--- src/source/rv_isa_pkg.sv ---
`default_nettype none

package rv_isa_pkg;

    // --------------------
    // major opcodes
    // --------------------
    localparam logic [6:0] OPC_OP_IMM = 7'b0010011;
    localparam logic [6:0] OPC_OP     = 7'b0110011;
    localparam logic [6:0] OPC_LUI    = 7'b0110111;
    localparam logic [6:0] OPC_AUIPC  = 7'b0010111;
    localparam logic [6:0] OPC_JAL    = 7'b1101111;
    localparam logic [6:0] OPC_JALR   = 7'b1100111;
    localparam logic [6:0] OPC_BRANCH = 7'b1100011;
    localparam logic [6:0] OPC_LOAD   = 7'b0000011;
    localparam logic [6:0] OPC_STORE  = 7'b0100011;

    // integer ops, shared by OP and OP-IMM
    localparam logic [2:0] F3_ADD  = 3'b000; // also SUB
    localparam logic [2:0] F3_SLL  = 3'b001;
    localparam logic [2:0] F3_SLT  = 3'b010;
    localparam logic [2:0] F3_SLTU = 3'b011;
    localparam logic [2:0] F3_XOR  = 3'b100;
    localparam logic [2:0] F3_SR   = 3'b101; // SRL / SRA
    localparam logic [2:0] F3_OR   = 3'b110;
    localparam logic [2:0] F3_AND  = 3'b111;

    // branch conditions
    localparam logic [2:0] F3_BEQ  = 3'b000;
    localparam logic [2:0] F3_BNE  = 3'b001;
    localparam logic [2:0] F3_BLT  = 3'b100;
    localparam logic [2:0] F3_BGE  = 3'b101;
    localparam logic [2:0] F3_BLTU = 3'b110;
    localparam logic [2:0] F3_BGEU = 3'b111;

    // store widths
    localparam logic [2:0] F3_SB = 3'b000;
    localparam logic [2:0] F3_SH = 3'b001;
    localparam logic [2:0] F3_SW = 3'b010;

    localparam logic [6:0] F7_ALT = 7'b0100000; // SUB, SRA, SRAI

    // --------------------
    // instruction formats
    // --------------------
    typedef struct packed {
        logic [6:0] funct7;
        logic [4:0] rs2;
        logic [4:0] rs1;
        logic [2:0] funct3;
        logic [4:0] rd;
        logic [6:0] opcode;
    } rv_r_fmt_t;

    typedef struct packed {
        logic [11:0] imm;
        logic [4:0]  rs1;
        logic [2:0]  funct3;
        logic [4:0]  rd;
        logic [6:0]  opcode;
    } rv_i_fmt_t;

    typedef struct packed {
        logic [6:0] imm_11_5;
        logic [4:0] rs2;
        logic [4:0] rs1;
        logic [2:0] funct3;
        logic [4:0] imm_4_0;
        logic [6:0] opcode;
    } rv_s_fmt_t;

    typedef struct packed {
        logic       imm_12;
        logic [5:0] imm_10_5;
        logic [4:0] rs2;
        logic [4:0] rs1;
        logic [2:0] funct3;
        logic [3:0] imm_4_1;
        logic       imm_11;
        logic [6:0] opcode;
    } rv_b_fmt_t;

    typedef struct packed {
        logic       imm_20;
        logic [9:0] imm_10_1;
        logic       imm_11;
        logic [7:0] imm_19_12;
        logic [4:0] rd;
        logic [6:0] opcode;
    } rv_j_fmt_t;

    // one word, several views
    typedef union packed {
        rv_r_fmt_t r_fmt;
        rv_i_fmt_t i_fmt;
        rv_s_fmt_t s_fmt;
        rv_b_fmt_t b_fmt;
        rv_j_fmt_t j_fmt;
    } rv_inst_t;

endpackage

`default_nettype wire

--- src/source/ex_bus_pkg.sv ---
`default_nettype none

package ex_bus_pkg;

    // --------------------
    // datapath widths
    // --------------------
    localparam int SHAMT_W = 5; // shift amount bits

    typedef logic [31:0] xlen_t;    // register / data word
    typedef logic [31:0] addr_t;    // instruction or data address
    typedef logic [4:0]  reg_idx_t; // x0..x31

    // one write strobe per byte lane
    typedef logic [3:0] mem_strb_t;

endpackage

`default_nettype wire

--- src/source/ex_alu.sv ---
`timescale 1ns/1ps
`default_nettype none

module ex_alu
    import rv_isa_pkg::*;
    import ex_bus_pkg::*;
(
    input  wire xlen_t    op1_i,
    input  wire xlen_t    op2_i,
    input  wire rv_inst_t inst_i,
    output xlen_t         rd_data_o,
    output xlen_t         sum_o,
    output logic          eq_o,
    output logic          lt_s_o,
    output logic          lt_u_o
);

    logic [6:0]         opcode;
    logic [2:0]         funct3;
    logic [SHAMT_W-1:0] shamt;
    logic               is_sub;
    logic               is_sra;

    xlen_t       sum;
    logic [32:0] diff_ext; // bit 32 is the borrow
    xlen_t       diff;
    xlen_t       sll_res;
    xlen_t       srl_res;
    xlen_t       sr_mask;
    xlen_t       sra_res;

    assign opcode = inst_i.r_fmt.opcode;
    assign funct3 = inst_i.r_fmt.funct3;
    assign shamt  = op2_i[SHAMT_W-1:0];

    // funct7 and imm[11:5] share bits 31:25
    assign is_sub = (opcode == OPC_OP) && (inst_i.r_fmt.funct7 == F7_ALT);
    assign is_sra = (inst_i.i_fmt.imm[11:5] == F7_ALT);

    // --------------------
    // adder and subtractor
    // --------------------
    assign sum      = op1_i + op2_i;
    assign diff_ext = {1'b0, op1_i} - {1'b0, op2_i};
    assign diff     = diff_ext[31:0];

    // compare from the subtractor
    assign eq_o   = (op1_i == op2_i);
    assign lt_u_o = diff_ext[32];
    assign lt_s_o = (op1_i[31] ^ op2_i[31]) ? op1_i[31] : diff[31];

    // --------------------
    // shifter
    // --------------------
    assign sll_res = op1_i << shamt;
    assign srl_res = op1_i >> shamt;
    assign sr_mask = 32'hffff_ffff >> shamt;
    assign sra_res = srl_res | ({32{op1_i[31]}} & ~sr_mask); // sign fill

    assign sum_o = sum;

    // result select
    always_comb begin
        rd_data_o = '0;
        case (opcode)
            OPC_OP_IMM, OPC_OP: begin
                case (funct3)
                    F3_ADD:  rd_data_o = is_sub ? diff : sum;
                    F3_SLL:  rd_data_o = sll_res;
                    F3_SLT:  rd_data_o = {31'b0, lt_s_o};
                    F3_SLTU: rd_data_o = {31'b0, lt_u_o};
                    F3_XOR:  rd_data_o = op1_i ^ op2_i;
                    F3_SR:   rd_data_o = is_sra ? sra_res : srl_res;
                    F3_OR:   rd_data_o = op1_i | op2_i;
                    F3_AND:  rd_data_o = op1_i & op2_i;
                    default: rd_data_o = '0;
                endcase
            end
            // operands already prepared by decode (pc+4, 0+imm, pc+imm)
            OPC_LUI, OPC_AUIPC, OPC_JAL, OPC_JALR: rd_data_o = sum;
            default: rd_data_o = '0;
        endcase
    end

endmodule

`default_nettype wire

--- src/source/ex_branch_unit.sv ---
`timescale 1ns/1ps
`default_nettype none

module ex_branch_unit
    import rv_isa_pkg::*;
    import ex_bus_pkg::*;
#(
    parameter addr_t RESET_ADDR = 32'h0
) (
    input  wire rv_inst_t inst_i,
    input  wire addr_t    instaddr_i,
    input  wire addr_t    rs1_data_i,
    input  wire logic     eq_i,
    input  wire logic     lt_s_i,
    input  wire logic     lt_u_i,
    output logic          jump_en_o,
    output addr_t         jump_base_o,
    output addr_t         jump_ofst_o
);

    addr_t imm_i;
    addr_t imm_b;
    addr_t imm_j;

    // --------------------
    // immediates
    // --------------------
    assign imm_i = {{20{inst_i.i_fmt.imm[11]}}, inst_i.i_fmt.imm};
    assign imm_b = {{20{inst_i.b_fmt.imm_12}}, inst_i.b_fmt.imm_11,
                    inst_i.b_fmt.imm_10_5, inst_i.b_fmt.imm_4_1, 1'b0};
    assign imm_j = {{12{inst_i.j_fmt.imm_20}}, inst_i.j_fmt.imm_19_12,
                    inst_i.j_fmt.imm_11, inst_i.j_fmt.imm_10_1, 1'b0};

    always_comb begin
        jump_en_o   = 1'b0;
        jump_base_o = RESET_ADDR; // idle value
        jump_ofst_o = '0;
        case (inst_i.j_fmt.opcode)
            OPC_JAL: begin
                jump_en_o   = 1'b1;
                jump_base_o = instaddr_i;
                jump_ofst_o = imm_j;
            end
            OPC_JALR: begin
                jump_en_o   = 1'b1;
                jump_base_o = rs1_data_i;
                jump_ofst_o = imm_i;
            end
            OPC_BRANCH: begin
                jump_base_o = instaddr_i;
                jump_ofst_o = imm_b;
                case (inst_i.b_fmt.funct3)
                    F3_BEQ:  jump_en_o = eq_i;
                    F3_BNE:  jump_en_o = ~eq_i;
                    F3_BLT:  jump_en_o = lt_s_i;
                    F3_BGE:  jump_en_o = ~lt_s_i;
                    F3_BLTU: jump_en_o = lt_u_i;
                    F3_BGEU: jump_en_o = ~lt_u_i;
                    default: begin
                        // reserved funct3, back to idle
                        jump_base_o = RESET_ADDR;
                        jump_ofst_o = '0;
                    end
                endcase
            end
            default: ;
        endcase
    end

endmodule

`default_nettype wire

--- src/source/ex_lsu_req.sv ---
`timescale 1ns/1ps
`default_nettype none

module ex_lsu_req
    import rv_isa_pkg::*;
    import ex_bus_pkg::*;
(
    input  wire rv_inst_t inst_i,
    input  wire addr_t    sum_i,
    input  wire xlen_t    rs2_data_i,
    output logic          cs_o,
    output logic          mem_we_o,
    output mem_strb_t     mem_wem_o,
    output xlen_t         mem_din_o,
    output addr_t         mem_addr_o
);

    logic [1:0] lane;
    xlen_t      byte_word;
    xlen_t      half_lo;
    xlen_t      half_hi;

    assign lane = sum_i[1:0];

    // --------------------
    // lane placement
    // --------------------
    assign byte_word = {24'h0, rs2_data_i[7:0]} << {lane, 3'b000};
    assign half_lo   = {16'h0, rs2_data_i[15:0]};
    assign half_hi   = {rs2_data_i[15:0], 16'h0};

    always_comb begin
        cs_o       = 1'b0;
        mem_we_o   = 1'b0;
        mem_wem_o  = '0;
        mem_din_o  = '0;
        mem_addr_o = '0;
        case (inst_i.s_fmt.opcode)
            OPC_LOAD: begin
                cs_o       = 1'b1;
                mem_addr_o = sum_i; // read, no strobes
            end
            OPC_STORE: begin
                cs_o       = 1'b1;
                mem_we_o   = 1'b1;
                mem_addr_o = sum_i;
                case (inst_i.s_fmt.funct3)
                    F3_SB: begin
                        mem_din_o = byte_word;
                        mem_wem_o = mem_strb_t'(4'b0001 << lane);
                    end
                    F3_SH: begin
                        if (lane == 2'b00) begin
                            mem_din_o = half_lo;
                            mem_wem_o = 4'b0011;
                        end else begin
                            mem_din_o = half_hi; // any other offset uses upper half
                            mem_wem_o = 4'b1100;
                        end
                    end
                    F3_SW: begin
                        mem_din_o = rs2_data_i;
                        mem_wem_o = 4'b1111;
                    end
                    default: ; // reserved width writes nothing
                endcase
            end
            default: ;
        endcase
    end

endmodule

`default_nettype wire

--- src/source/ex_stage_reg.sv ---
`timescale 1ns/1ps
`default_nettype none

module ex_stage_reg
    import rv_isa_pkg::*;
    import ex_bus_pkg::*;
#(
    parameter addr_t RESET_ADDR = 32'h0
) (
    input  wire logic      clk,
    input  wire logic      rst_n_i,
    // next-state values
    input  wire rv_inst_t  inst_d_i,
    input  wire addr_t     instaddr_d_i,
    input  wire logic      regs_wen_d_i,
    input  wire reg_idx_t  rd_addr_d_i,
    input  wire xlen_t     rd_data_d_i,
    input  wire logic      cs_d_i,
    input  wire logic      mem_we_d_i,
    input  wire mem_strb_t mem_wem_d_i,
    input  wire xlen_t     mem_din_d_i,
    input  wire addr_t     mem_addr_d_i,
    input  wire logic      jump_en_d_i,
    input  wire addr_t     jump_base_d_i,
    input  wire addr_t     jump_ofst_d_i,
    // toward the memory stage
    output rv_inst_t       inst_o,
    output addr_t          instaddr_o,
    output logic           regs_wen_o,
    output reg_idx_t       rd_addr_o,
    output xlen_t          rd_data_o,
    output logic           cs_o,
    output logic           mem_we_o,
    output mem_strb_t      mem_wem_o,
    output xlen_t          mem_din_o,
    output addr_t          mem_addr_o,
    output logic           jump_en_o,
    output addr_t          jump_base_o,
    output addr_t          jump_ofst_o
);

    // --------------------
    // ex/mem boundary
    // --------------------
    always_ff @(posedge clk or negedge rst_n_i) begin
        if (!rst_n_i) begin
            inst_o      <= '0;
            instaddr_o  <= '0;
            regs_wen_o  <= 1'b0;
            rd_addr_o   <= '0;
            rd_data_o   <= '0;
            cs_o        <= 1'b0;
            mem_we_o    <= 1'b0;
            mem_wem_o   <= '0;
            mem_din_o   <= '0;
            mem_addr_o  <= '0;
            jump_en_o   <= 1'b0;
            jump_base_o <= RESET_ADDR; // fetch restarts here
            jump_ofst_o <= '0;
        end else begin
            inst_o      <= inst_d_i;
            instaddr_o  <= instaddr_d_i;
            regs_wen_o  <= regs_wen_d_i;
            rd_addr_o   <= rd_addr_d_i;
            rd_data_o   <= rd_data_d_i;
            cs_o        <= cs_d_i;
            mem_we_o    <= mem_we_d_i;
            mem_wem_o   <= mem_wem_d_i;
            mem_din_o   <= mem_din_d_i;
            mem_addr_o  <= mem_addr_d_i;
            jump_en_o   <= jump_en_d_i;
            jump_base_o <= jump_base_d_i;
            jump_ofst_o <= jump_ofst_d_i;
        end
    end

endmodule

`default_nettype wire

--- src/source/ex_top.sv ---
`timescale 1ns/1ps
`default_nettype none

module ex_top
    import rv_isa_pkg::*;
    import ex_bus_pkg::*;
#(
    parameter addr_t RESET_ADDR = 32'h0
) (
    input  wire logic     clk,
    input  wire logic     rst_n_i,
    // from id/ex
    input  wire rv_inst_t inst_i,
    input  wire addr_t    instaddr_i,
    input  wire xlen_t    rs1_data_i,
    input  wire xlen_t    rs2_data_i,
    input  wire xlen_t    op1_i,
    input  wire xlen_t    op2_i,
    input  wire logic     regs_wen_i,
    input  wire reg_idx_t rd_addr_i,
    // to ex/mem
    output rv_inst_t      inst_o,
    output addr_t         instaddr_o,
    output logic          regs_wen_o,
    output reg_idx_t      rd_addr_o,
    output xlen_t         rd_data_o,
    output logic          cs_o,
    output logic          mem_we_o,
    output mem_strb_t     mem_wem_o,
    output xlen_t         mem_din_o,
    output addr_t         mem_addr_o,
    output logic          jump_en_o,
    output addr_t         jump_base_o,
    output addr_t         jump_ofst_o
);

    // alu results
    xlen_t alu_rd_data;
    xlen_t alu_sum;
    logic  alu_eq;
    logic  alu_lt_s;
    logic  alu_lt_u;

    // branch request
    logic  br_jump_en;
    addr_t br_jump_base;
    addr_t br_jump_ofst;

    // memory request
    logic      lsu_cs;
    logic      lsu_we;
    mem_strb_t lsu_wem;
    xlen_t     lsu_din;
    addr_t     lsu_addr;

    // --------------------
    // combinational units
    // --------------------
    ex_alu u_alu (
        .op1_i     (op1_i),
        .op2_i     (op2_i),
        .inst_i    (inst_i),
        .rd_data_o (alu_rd_data),
        .sum_o     (alu_sum),
        .eq_o      (alu_eq),
        .lt_s_o    (alu_lt_s),
        .lt_u_o    (alu_lt_u)
    );

    ex_branch_unit #(
        .RESET_ADDR (RESET_ADDR)
    ) u_branch (
        .inst_i      (inst_i),
        .instaddr_i  (instaddr_i),
        .rs1_data_i  (rs1_data_i),
        .eq_i        (alu_eq),
        .lt_s_i      (alu_lt_s),
        .lt_u_i      (alu_lt_u),
        .jump_en_o   (br_jump_en),
        .jump_base_o (br_jump_base),
        .jump_ofst_o (br_jump_ofst)
    );

    ex_lsu_req u_lsu_req (
        .inst_i     (inst_i),
        .sum_i      (alu_sum), // effective address
        .rs2_data_i (rs2_data_i),
        .cs_o       (lsu_cs),
        .mem_we_o   (lsu_we),
        .mem_wem_o  (lsu_wem),
        .mem_din_o  (lsu_din),
        .mem_addr_o (lsu_addr)
    );

    // --------------------
    // output register
    // --------------------
    ex_stage_reg #(
        .RESET_ADDR (RESET_ADDR)
    ) u_stage_reg (
        .clk           (clk),
        .rst_n_i       (rst_n_i),
        .inst_d_i      (inst_i),
        .instaddr_d_i  (instaddr_i),
        .regs_wen_d_i  (regs_wen_i),
        .rd_addr_d_i   (rd_addr_i),
        .rd_data_d_i   (alu_rd_data),
        .cs_d_i        (lsu_cs),
        .mem_we_d_i    (lsu_we),
        .mem_wem_d_i   (lsu_wem),
        .mem_din_d_i   (lsu_din),
        .mem_addr_d_i  (lsu_addr),
        .jump_en_d_i   (br_jump_en),
        .jump_base_d_i (br_jump_base),
        .jump_ofst_d_i (br_jump_ofst),
        .inst_o        (inst_o),
        .instaddr_o    (instaddr_o),
        .regs_wen_o    (regs_wen_o),
        .rd_addr_o     (rd_addr_o),
        .rd_data_o     (rd_data_o),
        .cs_o          (cs_o),
        .mem_we_o      (mem_we_o),
        .mem_wem_o     (mem_wem_o),
        .mem_din_o     (mem_din_o),
        .mem_addr_o    (mem_addr_o),
        .jump_en_o     (jump_en_o),
        .jump_base_o   (jump_base_o),
        .jump_ofst_o   (jump_ofst_o)
    );

endmodule

`default_nettype wire

--- config.mk ---
export PLATFORM = sky130hd
export DESIGN_NAME = ex_top
export DESIGN_NICKNAME = d
export VERILOG_FILES = /design/src/source/rv_isa_pkg.sv /design/src/source/ex_bus_pkg.sv /design/src/source/ex_alu.sv /design/src/source/ex_branch_unit.sv /design/src/source/ex_lsu_req.sv /design/src/source/ex_stage_reg.sv /design/src/source/ex_top.sv
export SDC_FILE = /design/constraint.sdc
export NUM_CORES = 1
export LEC_CHECK = 0
export BUFFER_PORTS_ARGS = -buffer_cell sky130_fd_sc_hd__buf_2
export CAP_MARGIN = 20
export CORE_AREA = 2 2 261 263
export DETAILED_ROUTE_END_ITERATION = 10
export DIE_AREA = 0 0 263 265
export GPL_TIMING_DRIVEN = 0
export HOLD_SLACK_MARGIN = 0.06
export PLACE_DENSITY_LB_ADDON = 0.1
export SLEW_MARGIN = 20
export SYNTH_ARGS = -nofsm -noshare
export SYNTH_HDL_FRONTEND = slang
export SYNTH_SLANG_ARGS = --single-unit
--- constraint.sdc ---
create_clock -name clk -period 2.2 [get_ports clk]
set_input_delay 0.44 -clock clk [delete_from_list [all_inputs] [get_ports clk]]
set_output_delay 0.44 -clock clk [all_outputs]
set_load 0.02 [all_outputs]
# ---- After elaboration in Yosys (flattened, before gate mapping)
# Index checks and enable logic that the tools add are counted.
dict set report totals {
  ff_bits 237
  inputBits 200
  out_inout_bits 237
  wordCells 76
}
dict set report classes {
  addsub 2
  n_eq_ne 18
  shift 5
  n_mux 20
  bitwise 10
  n_reduce_logical 8
}
# cell n
set op_table {}
lappend op_table {{32-bit one-hot mux with 3 select lines} 3}
lappend op_table {{32-bit one-hot mux with 8 select lines} 1}
lappend op_table {{32-bit 2-to-1 mux} 7}
lappend op_table {{32-bit bitwise AND} 2}
lappend op_table {{32-bit bitwise OR} 2}
lappend op_table {{32-bit one-hot mux with 2 select lines} 1}
lappend op_table {{32-bit by 32-bit subtractor with 33-bit output} 1}
lappend op_table {{32-bit adder} 1}
lappend op_table {{32-bit equality test} 1}
lappend op_table {{32-bit inverter} 1}
lappend op_table {{32-bit by 5-bit left shift with 32-bit output} 1}
lappend op_table {{8-bit by 5-bit left shift with 32-bit output} 1}
lappend op_table {{32-bit by 5-bit >> shifter with 32-bit output} 1}
lappend op_table {{32-bit by 5-bit >> shifter with 32-bit output, first input constant} 1}
lappend op_table {{32-bit XOR} 1}
lappend op_table {{7-bit by 6-bit equality test with 1-bit output, second input constant} 4}
lappend op_table {{7-bit equality test, second input constant} 3}
lappend op_table {{7-bit by 5-bit equality test with 1-bit output, second input constant} 2}
lappend op_table {{3-bit equality test, second input constant} 4}
lappend op_table {{4-bit one-hot mux with 3 select lines} 1}
lappend op_table {{4-bit 2-to-1 mux} 2}
lappend op_table {{7-bit by 2-bit equality test with 1-bit output, second input constant} 1}
lappend op_table {{3-bit by 2-bit equality test with 1-bit output, second input constant} 2}
lappend op_table {{1-bit one-hot mux with 6 select lines} 1}
lappend op_table {{12 further kinds} 18}

# ---- Depth between registers and ports, before layout
dict set report depth {
  ltp_word 7
  mapped_depth 23
  depth_no_buf 18
}

# ---- By module
# A second synthesis with hierarchy kept.
dict set report hier_totals {
  hier_cells 2089
  hier_area_um2 18103.6
}
# module n_inst cells_each area_per_inst_um2 seq_area_each_um2
set modules_own_cells {}
lappend modules_own_cells {ex_alu 1 1468 9609.2 0.0}
lappend modules_own_cells {ex_stage_reg 1 237 5930.7 5930.7}
lappend modules_own_cells {ex_branch_unit 1 225 1492.7 0.0}
lappend modules_own_cells {ex_lsu_req 1 159 1071.0 0.0}

# ---- Least setup slack after synthesis
# OpenSTA, ideal clock, no wires.
dict set report synth_path {
  path_type {input -> register}
  from {in op2_i[3]}
  to {reg u_stage_reg.jump_en_o}
  setup_ns 0.138
  t_arrival_ns 4.303
  required_time_ns 2.062
  setup_slack_ns -2.241
  cell_stages 22
  n_path_buf 5
  path_cell_list {clkbuf_1 inv_1 clkbuf_1 buf_1 clkbuf_1 ha_1 clkbuf_1 nor2_1 a221oi_1 a21oi_1 o21bai_1 a21oi_1 a211oi_1 nor2_1 nor2_1 o31ai_1 fa_1 o22ai_1 xnor2_1 nor2_1 nor3_1 o22ai_1}
}
dict set report synth_via {
  elab_chain_len 5
  word_cells_on_any_way 8
  cone_classes {1 x add/sub; 1 x eq/ne; 3 x mux; 3 x bitwise}
}
# item line
set synth_lines {}
lappend synth_lines {{from (decl)} ex_top.sv:18} ;# input wire xlen_t op2_i,
lappend synth_lines {{32-bit by 32-bit subtractor with 33-bit output} ex_alu.sv:44} ;# assign diff_ext = {1'b0, op1_i} - {1'b0, op2_i};
lappend synth_lines {{1-bit 2-to-1 mux} ex_alu.sv:50} ;# assign lt_s_o = (op1_i[31] ^ op2_i[31]) ? op1_i[31] : diff[31];
lappend synth_lines {{1-bit inverter} ex_branch_unit.sv:56} ;# F3_BGE: jump_en_o = ~lt_s_i;
lappend synth_lines {{1-bit one-hot mux with 6 select lines *} ex_branch_unit.sv:52} ;# case (inst_i.b_fmt.funct3)
lappend synth_lines {{1-bit one-hot mux with 2 select lines *} ex_branch_unit.sv:38} ;# case (inst_i.j_fmt.opcode)
lappend synth_lines {{named net br_jump_en} ex_top.sv:45} ;# logic br_jump_en;
lappend synth_lines {{to (signal assigned)} ex_stage_reg.sv:71} ;# jump_en_o <= jump_en_d_i;
lappend synth_lines {{to (decl)} ex_stage_reg.sv:37} ;# output logic jump_en_o,
# The timed path passes the listed nets; every way through them passes the cells marked *.

# ---- Worst setup path in the final report
dict set report layout_path {
  from {in op2_i[2]}
  to {reg u_stage_reg.rd_data_o[0]}
}
dict set report layout_via {
  elab_chain_len 7
  word_cells_on_any_way 11
  cone_classes {1 x add/sub; 3 x shift; 4 x mux; 3 x bitwise}
}
# item line
set layout_lines {}
lappend layout_lines {{parallel branches: the longest is 5 deep, another holds 32-bit by 32-bit subtractor with 33-bit output} --}
lappend layout_lines {{32-bit one-hot mux with 8 select lines *} ex_alu.sv:67} ;# case (funct3)
lappend layout_lines {{32-bit one-hot mux with 2 select lines *} ex_alu.sv:65} ;# case (opcode)
lappend layout_lines {{named net alu_rd_data[0]} ex_top.sv:38} ;# xlen_t alu_rd_data;
lappend layout_lines {{to (signal assigned)} ex_stage_reg.sv:65} ;# rd_data_o <= rd_data_d_i;
lappend layout_lines {{to (decl)} ex_stage_reg.sv:31} ;# output xlen_t rd_data_o,
# Mark *: on every way through the listed nets, which the timed path passes.

==> run metrics <==
status finished, violations left; failing checks negative setup slack; CTS tree yes; hold-critical path depth 1; Synth Flop Type dfrtp_1; total die area roughly 70000 sq um; clock root cell clkbuf_16; Max Clk Rate ~0.28 GHz; Setup CP Type in2reg; WL/cell about 30 um; initial antenna violation count 4; Placement Cell Area 20400 sq um; initial drt markers 1889; xor and xnor fraction of the mapped netlist area around 2.4%; Setup WS post-layout -1.37 ns; fin area ~25000 sq um; clk slew on worst S/H paths about 0.06 ns; Setup crit end kind flip-flop; Syn Std Cell Area roughly 17000 sq um; hpwl dp roughly 79000 um; Fill cells approximately 7000; TNS Setup -31.35 ns; area of the multi-input gates around 11000 sq um; Synth Warn # 0; maximum fanout along the worst path 4; mux share of post-synthesis cell area 10.8%; CP required ~2.6 ns; Vias per Instance 5.47; CTS max path bufs 3; DR vias 18700; VDD IR max 0.403 mV; crit path launch type primary input; All-Layer GR Usage 28.0%; residual DRC count 0; Synth Area in Compound Gates between 20% and 30%; Post-Synthesis Cells ~1900; Post-Syn Area per Cell slightly below 9 sq um; Die Y 265 um; placed cells roughly 3200; NumNets Final ~2800; largest net degree at the start of global routing 93; total core area roughly 67000 sq um; Slew Limit Fails 0; total power approximately 13000 uW; Final Setup Violations 60; share of cells above drive strength 1 about 41%; Starting Density 24.8%; Async SR Flop Fraction between 90% and 100%; RSZ-0062 raised after global routing yes; first-pass GRT wire length between 100000 and 150000 um; Die X-Extent about 260 um; TritonCTS Buffers 25; WL final a little over 100000 um; Post-synth EDFFs 0; Post-Synthesis Net Count about 2200; H-tree depth 1; Leak Pwr 0.0114 uW; Tcrit/Tclk final 162%; Worst setup startpoint op2_i[2]; Port-buffer cells 436; crit path to u_stage_reg.rd_data_o[0]$_DFF_PN0_; Yosys reg bits 226; vias in the first global route between 15000 and 20000; Finished Layout Cells around 3400; Hold WC Path Type in2reg; main combinational cell family by area after synthesis compound AO/OA/AOI/OAI gates; Area Overhead vs Synth 49.6%; slew margin rel. around 40%; FF+latch area ~5700 sq um; sequential share of the synthesized area 34.2%; gpl congestion 0.991; Ports approximately 440; count of cell types in the netlist 80; Post-Synth Adder-Cell Area 7.69%; max-cap viol count 0; placement row count 95; Worst-Margin Slew 0.897 ns; Tmin final between 3 and 4 ns; First-pass DRT Iterations 5; arrival time worst endpoint approximately 4.0 ns; Antenna Nets Post-Route 0; power density over cell area approximately 530 nW/um^2; Synth Area in Simple Gates ~15%; clock sink total approximately 230; GRT Residual Overflow 0; final hold vios 0; Layout Utilization a little under two fifths
kinds of logic after synthesis:
group,count (synthesis)
compound gates,597
simple gates,541
buf+inv,246
flops,226
mux,124
fa+ha+maj,100
xor+xnor,45
cells in the final DEF, fill, tap and decap left out, types with 34 or more instances in the layout:
cell             n
ha_1            72
dfrtp_1        226
nand2_1        126
clkbuf_1        34
a21oi_1        117
a22o_1          42
o21ai_0         95
inv_1           68
mux2i_1         51
dlygate4sd3_1   66
mux4_2          41
nor2_1         197
buf_4          124
clkbuf_2        37
buf_2          418
buf_6           34
flip-flops by register name (all words and copies together) (netlist names):
signal / count
u_stage_reg.cs_o: 1
u_stage_reg.instaddr_o: 32
u_stage_reg.regs_wen_o: 1
u_stage_reg.inst_o: 32
u_stage_reg.jump_base_o: 32
u_stage_reg.rd_addr_o: 5
u_stage_reg.rd_data_o: 32
u_stage_reg.jump_en_o: 1
u_stage_reg.jump_ofst_o: 21
u_stage_reg.mem_din_o: 32
u_stage_reg.mem_addr_o: 32
u_stage_reg.mem_wem_o: 4
u_stage_reg.mem_we_o: 1
metrics by stage:
| step | hold slack (ns) | setup slack, ns |
|---|---|---|
| 5_1_grt | 0.107 | -1.46 |
| 2_1_floorplan | 0.144 | -1.46 |
| 6_report | 0.127 | -1.37 |
| 3_5_place_dp | 0.364 | -3.15 |
| 4_1_cts | 0.0621 | -1.37 |
| 3_3_place_gp | 0.550 | -3.33 |
worst min path at each step:
stage	start	endpoint	slack, ns
floorplan	rst_n_i	u_stage_reg.cs_o$_DFF_PN0_	0.14
global placement	rd_addr_i[0]	u_stage_reg.rd_addr_o[0]$_DFF_PN0_	0.55
detailed placement	rst_n_i	u_stage_reg.mem_din_o[7]$_DFF_PN0_	0.36
CTS	instaddr_i[16]	u_stage_reg.instaddr_o[16]$_DFF_PN0_	0.06
global route	inst_i[5]	u_stage_reg.inst_o[5]$_DFF_PN0_	0.11
finish	inst_i[5]	u_stage_reg.inst_o[5]$_DFF_PN0_	0.13
worst max-delay path, cell delays in order:
cell and delay [ns]:
buf_8 0.08, buf_12 0.11, inv_8 0.03, buf_8 0.11, buf_12 0.12, buf_12 0.12
ha_4 0.27, nor3_4 0.17, o21ai_2 0.11, a21oi_4 0.20, o21bai_4 0.11, a21oi_4 0.21
a211oi_2 0.11, nor2_1 0.12, nor2_1 0.06, o31ai_2 0.32, fa_2 0.29, a21oi_2 0.07
a21oi_2 0.18, o21ai_4 0.11, a311oi_4 0.34, nand2_1 0.10, a22o_1 0.18
synthesized netlist by cell type (11+ instances only):
master	n	share of area, %
o211ai_1	29	1.3
o22ai_1	26	0.98
a21oi_1	146	4.4
nand3_1	23	0.70
a31oi_1	23	0.87
or3_1	11	0.42
ha_1	97	7.3
o21ai_0	134	4.1
a21o_1	30	1.4
a211oi_1	24	1.1
clkbuf_1	98	2.2
buf_4	18	0.82
inv_1	90	2.0
nand2_1	130	2.9
buf_2	19	0.57
a22oi_1	18	0.82
o21bai_1	13	0.59
mux2i_1	59	3.6
nor3_1	35	1.1
nor2_1	224	5.1
buf_1	17	0.39
o221ai_1	11	0.58
xnor2_1	36	1.9
a221oi_1	11	0.58
nor2b_1	23	0.87
and2_1	30	1.1
a22o_1	42	2.2
mux4_2	41	5.6
mux2_2	24	1.6
dfrtp_1	226	34
layer usage:
layer	global-route usage [%]	wire length (um)	share of wire, %
met5	0	0	0
met4	9.68	4040	4.0
met3	4.25	7530	7.5
met2	48.2	48500	48
met1	35.7	40800	40
area by class of cell:
type | count | share of cell area (%)
multi-input cells | 1408 | 46.3
flip-flops and latches | 226 | 22.8
repair buffers | 635 | 17.1
plain buffers | 136 | 4.57
well taps | 873 | 4.41
clock buffers | 33 | 2.77
inverters | 94 | 1.63
clock inverters | 10 | 0.359
diodes | 2 | 0.0202
what timing repair did:
item	CTS	global route
endpoints found under the setup margin	127	98
hold buffers	65	1
pin swaps	90	74
endpoints found under the hold margin	108	1
setup buffers	90	41
cloned	0	1
resized for setup	385	143
power by group:
part	switching, uW	internal [uW]	total, uW
combinational	2930	1900	4830
sequential	24.7	4250	4270
clock	1700	2310	4010
No activity file was read; power rests on OpenSTA's default activity.
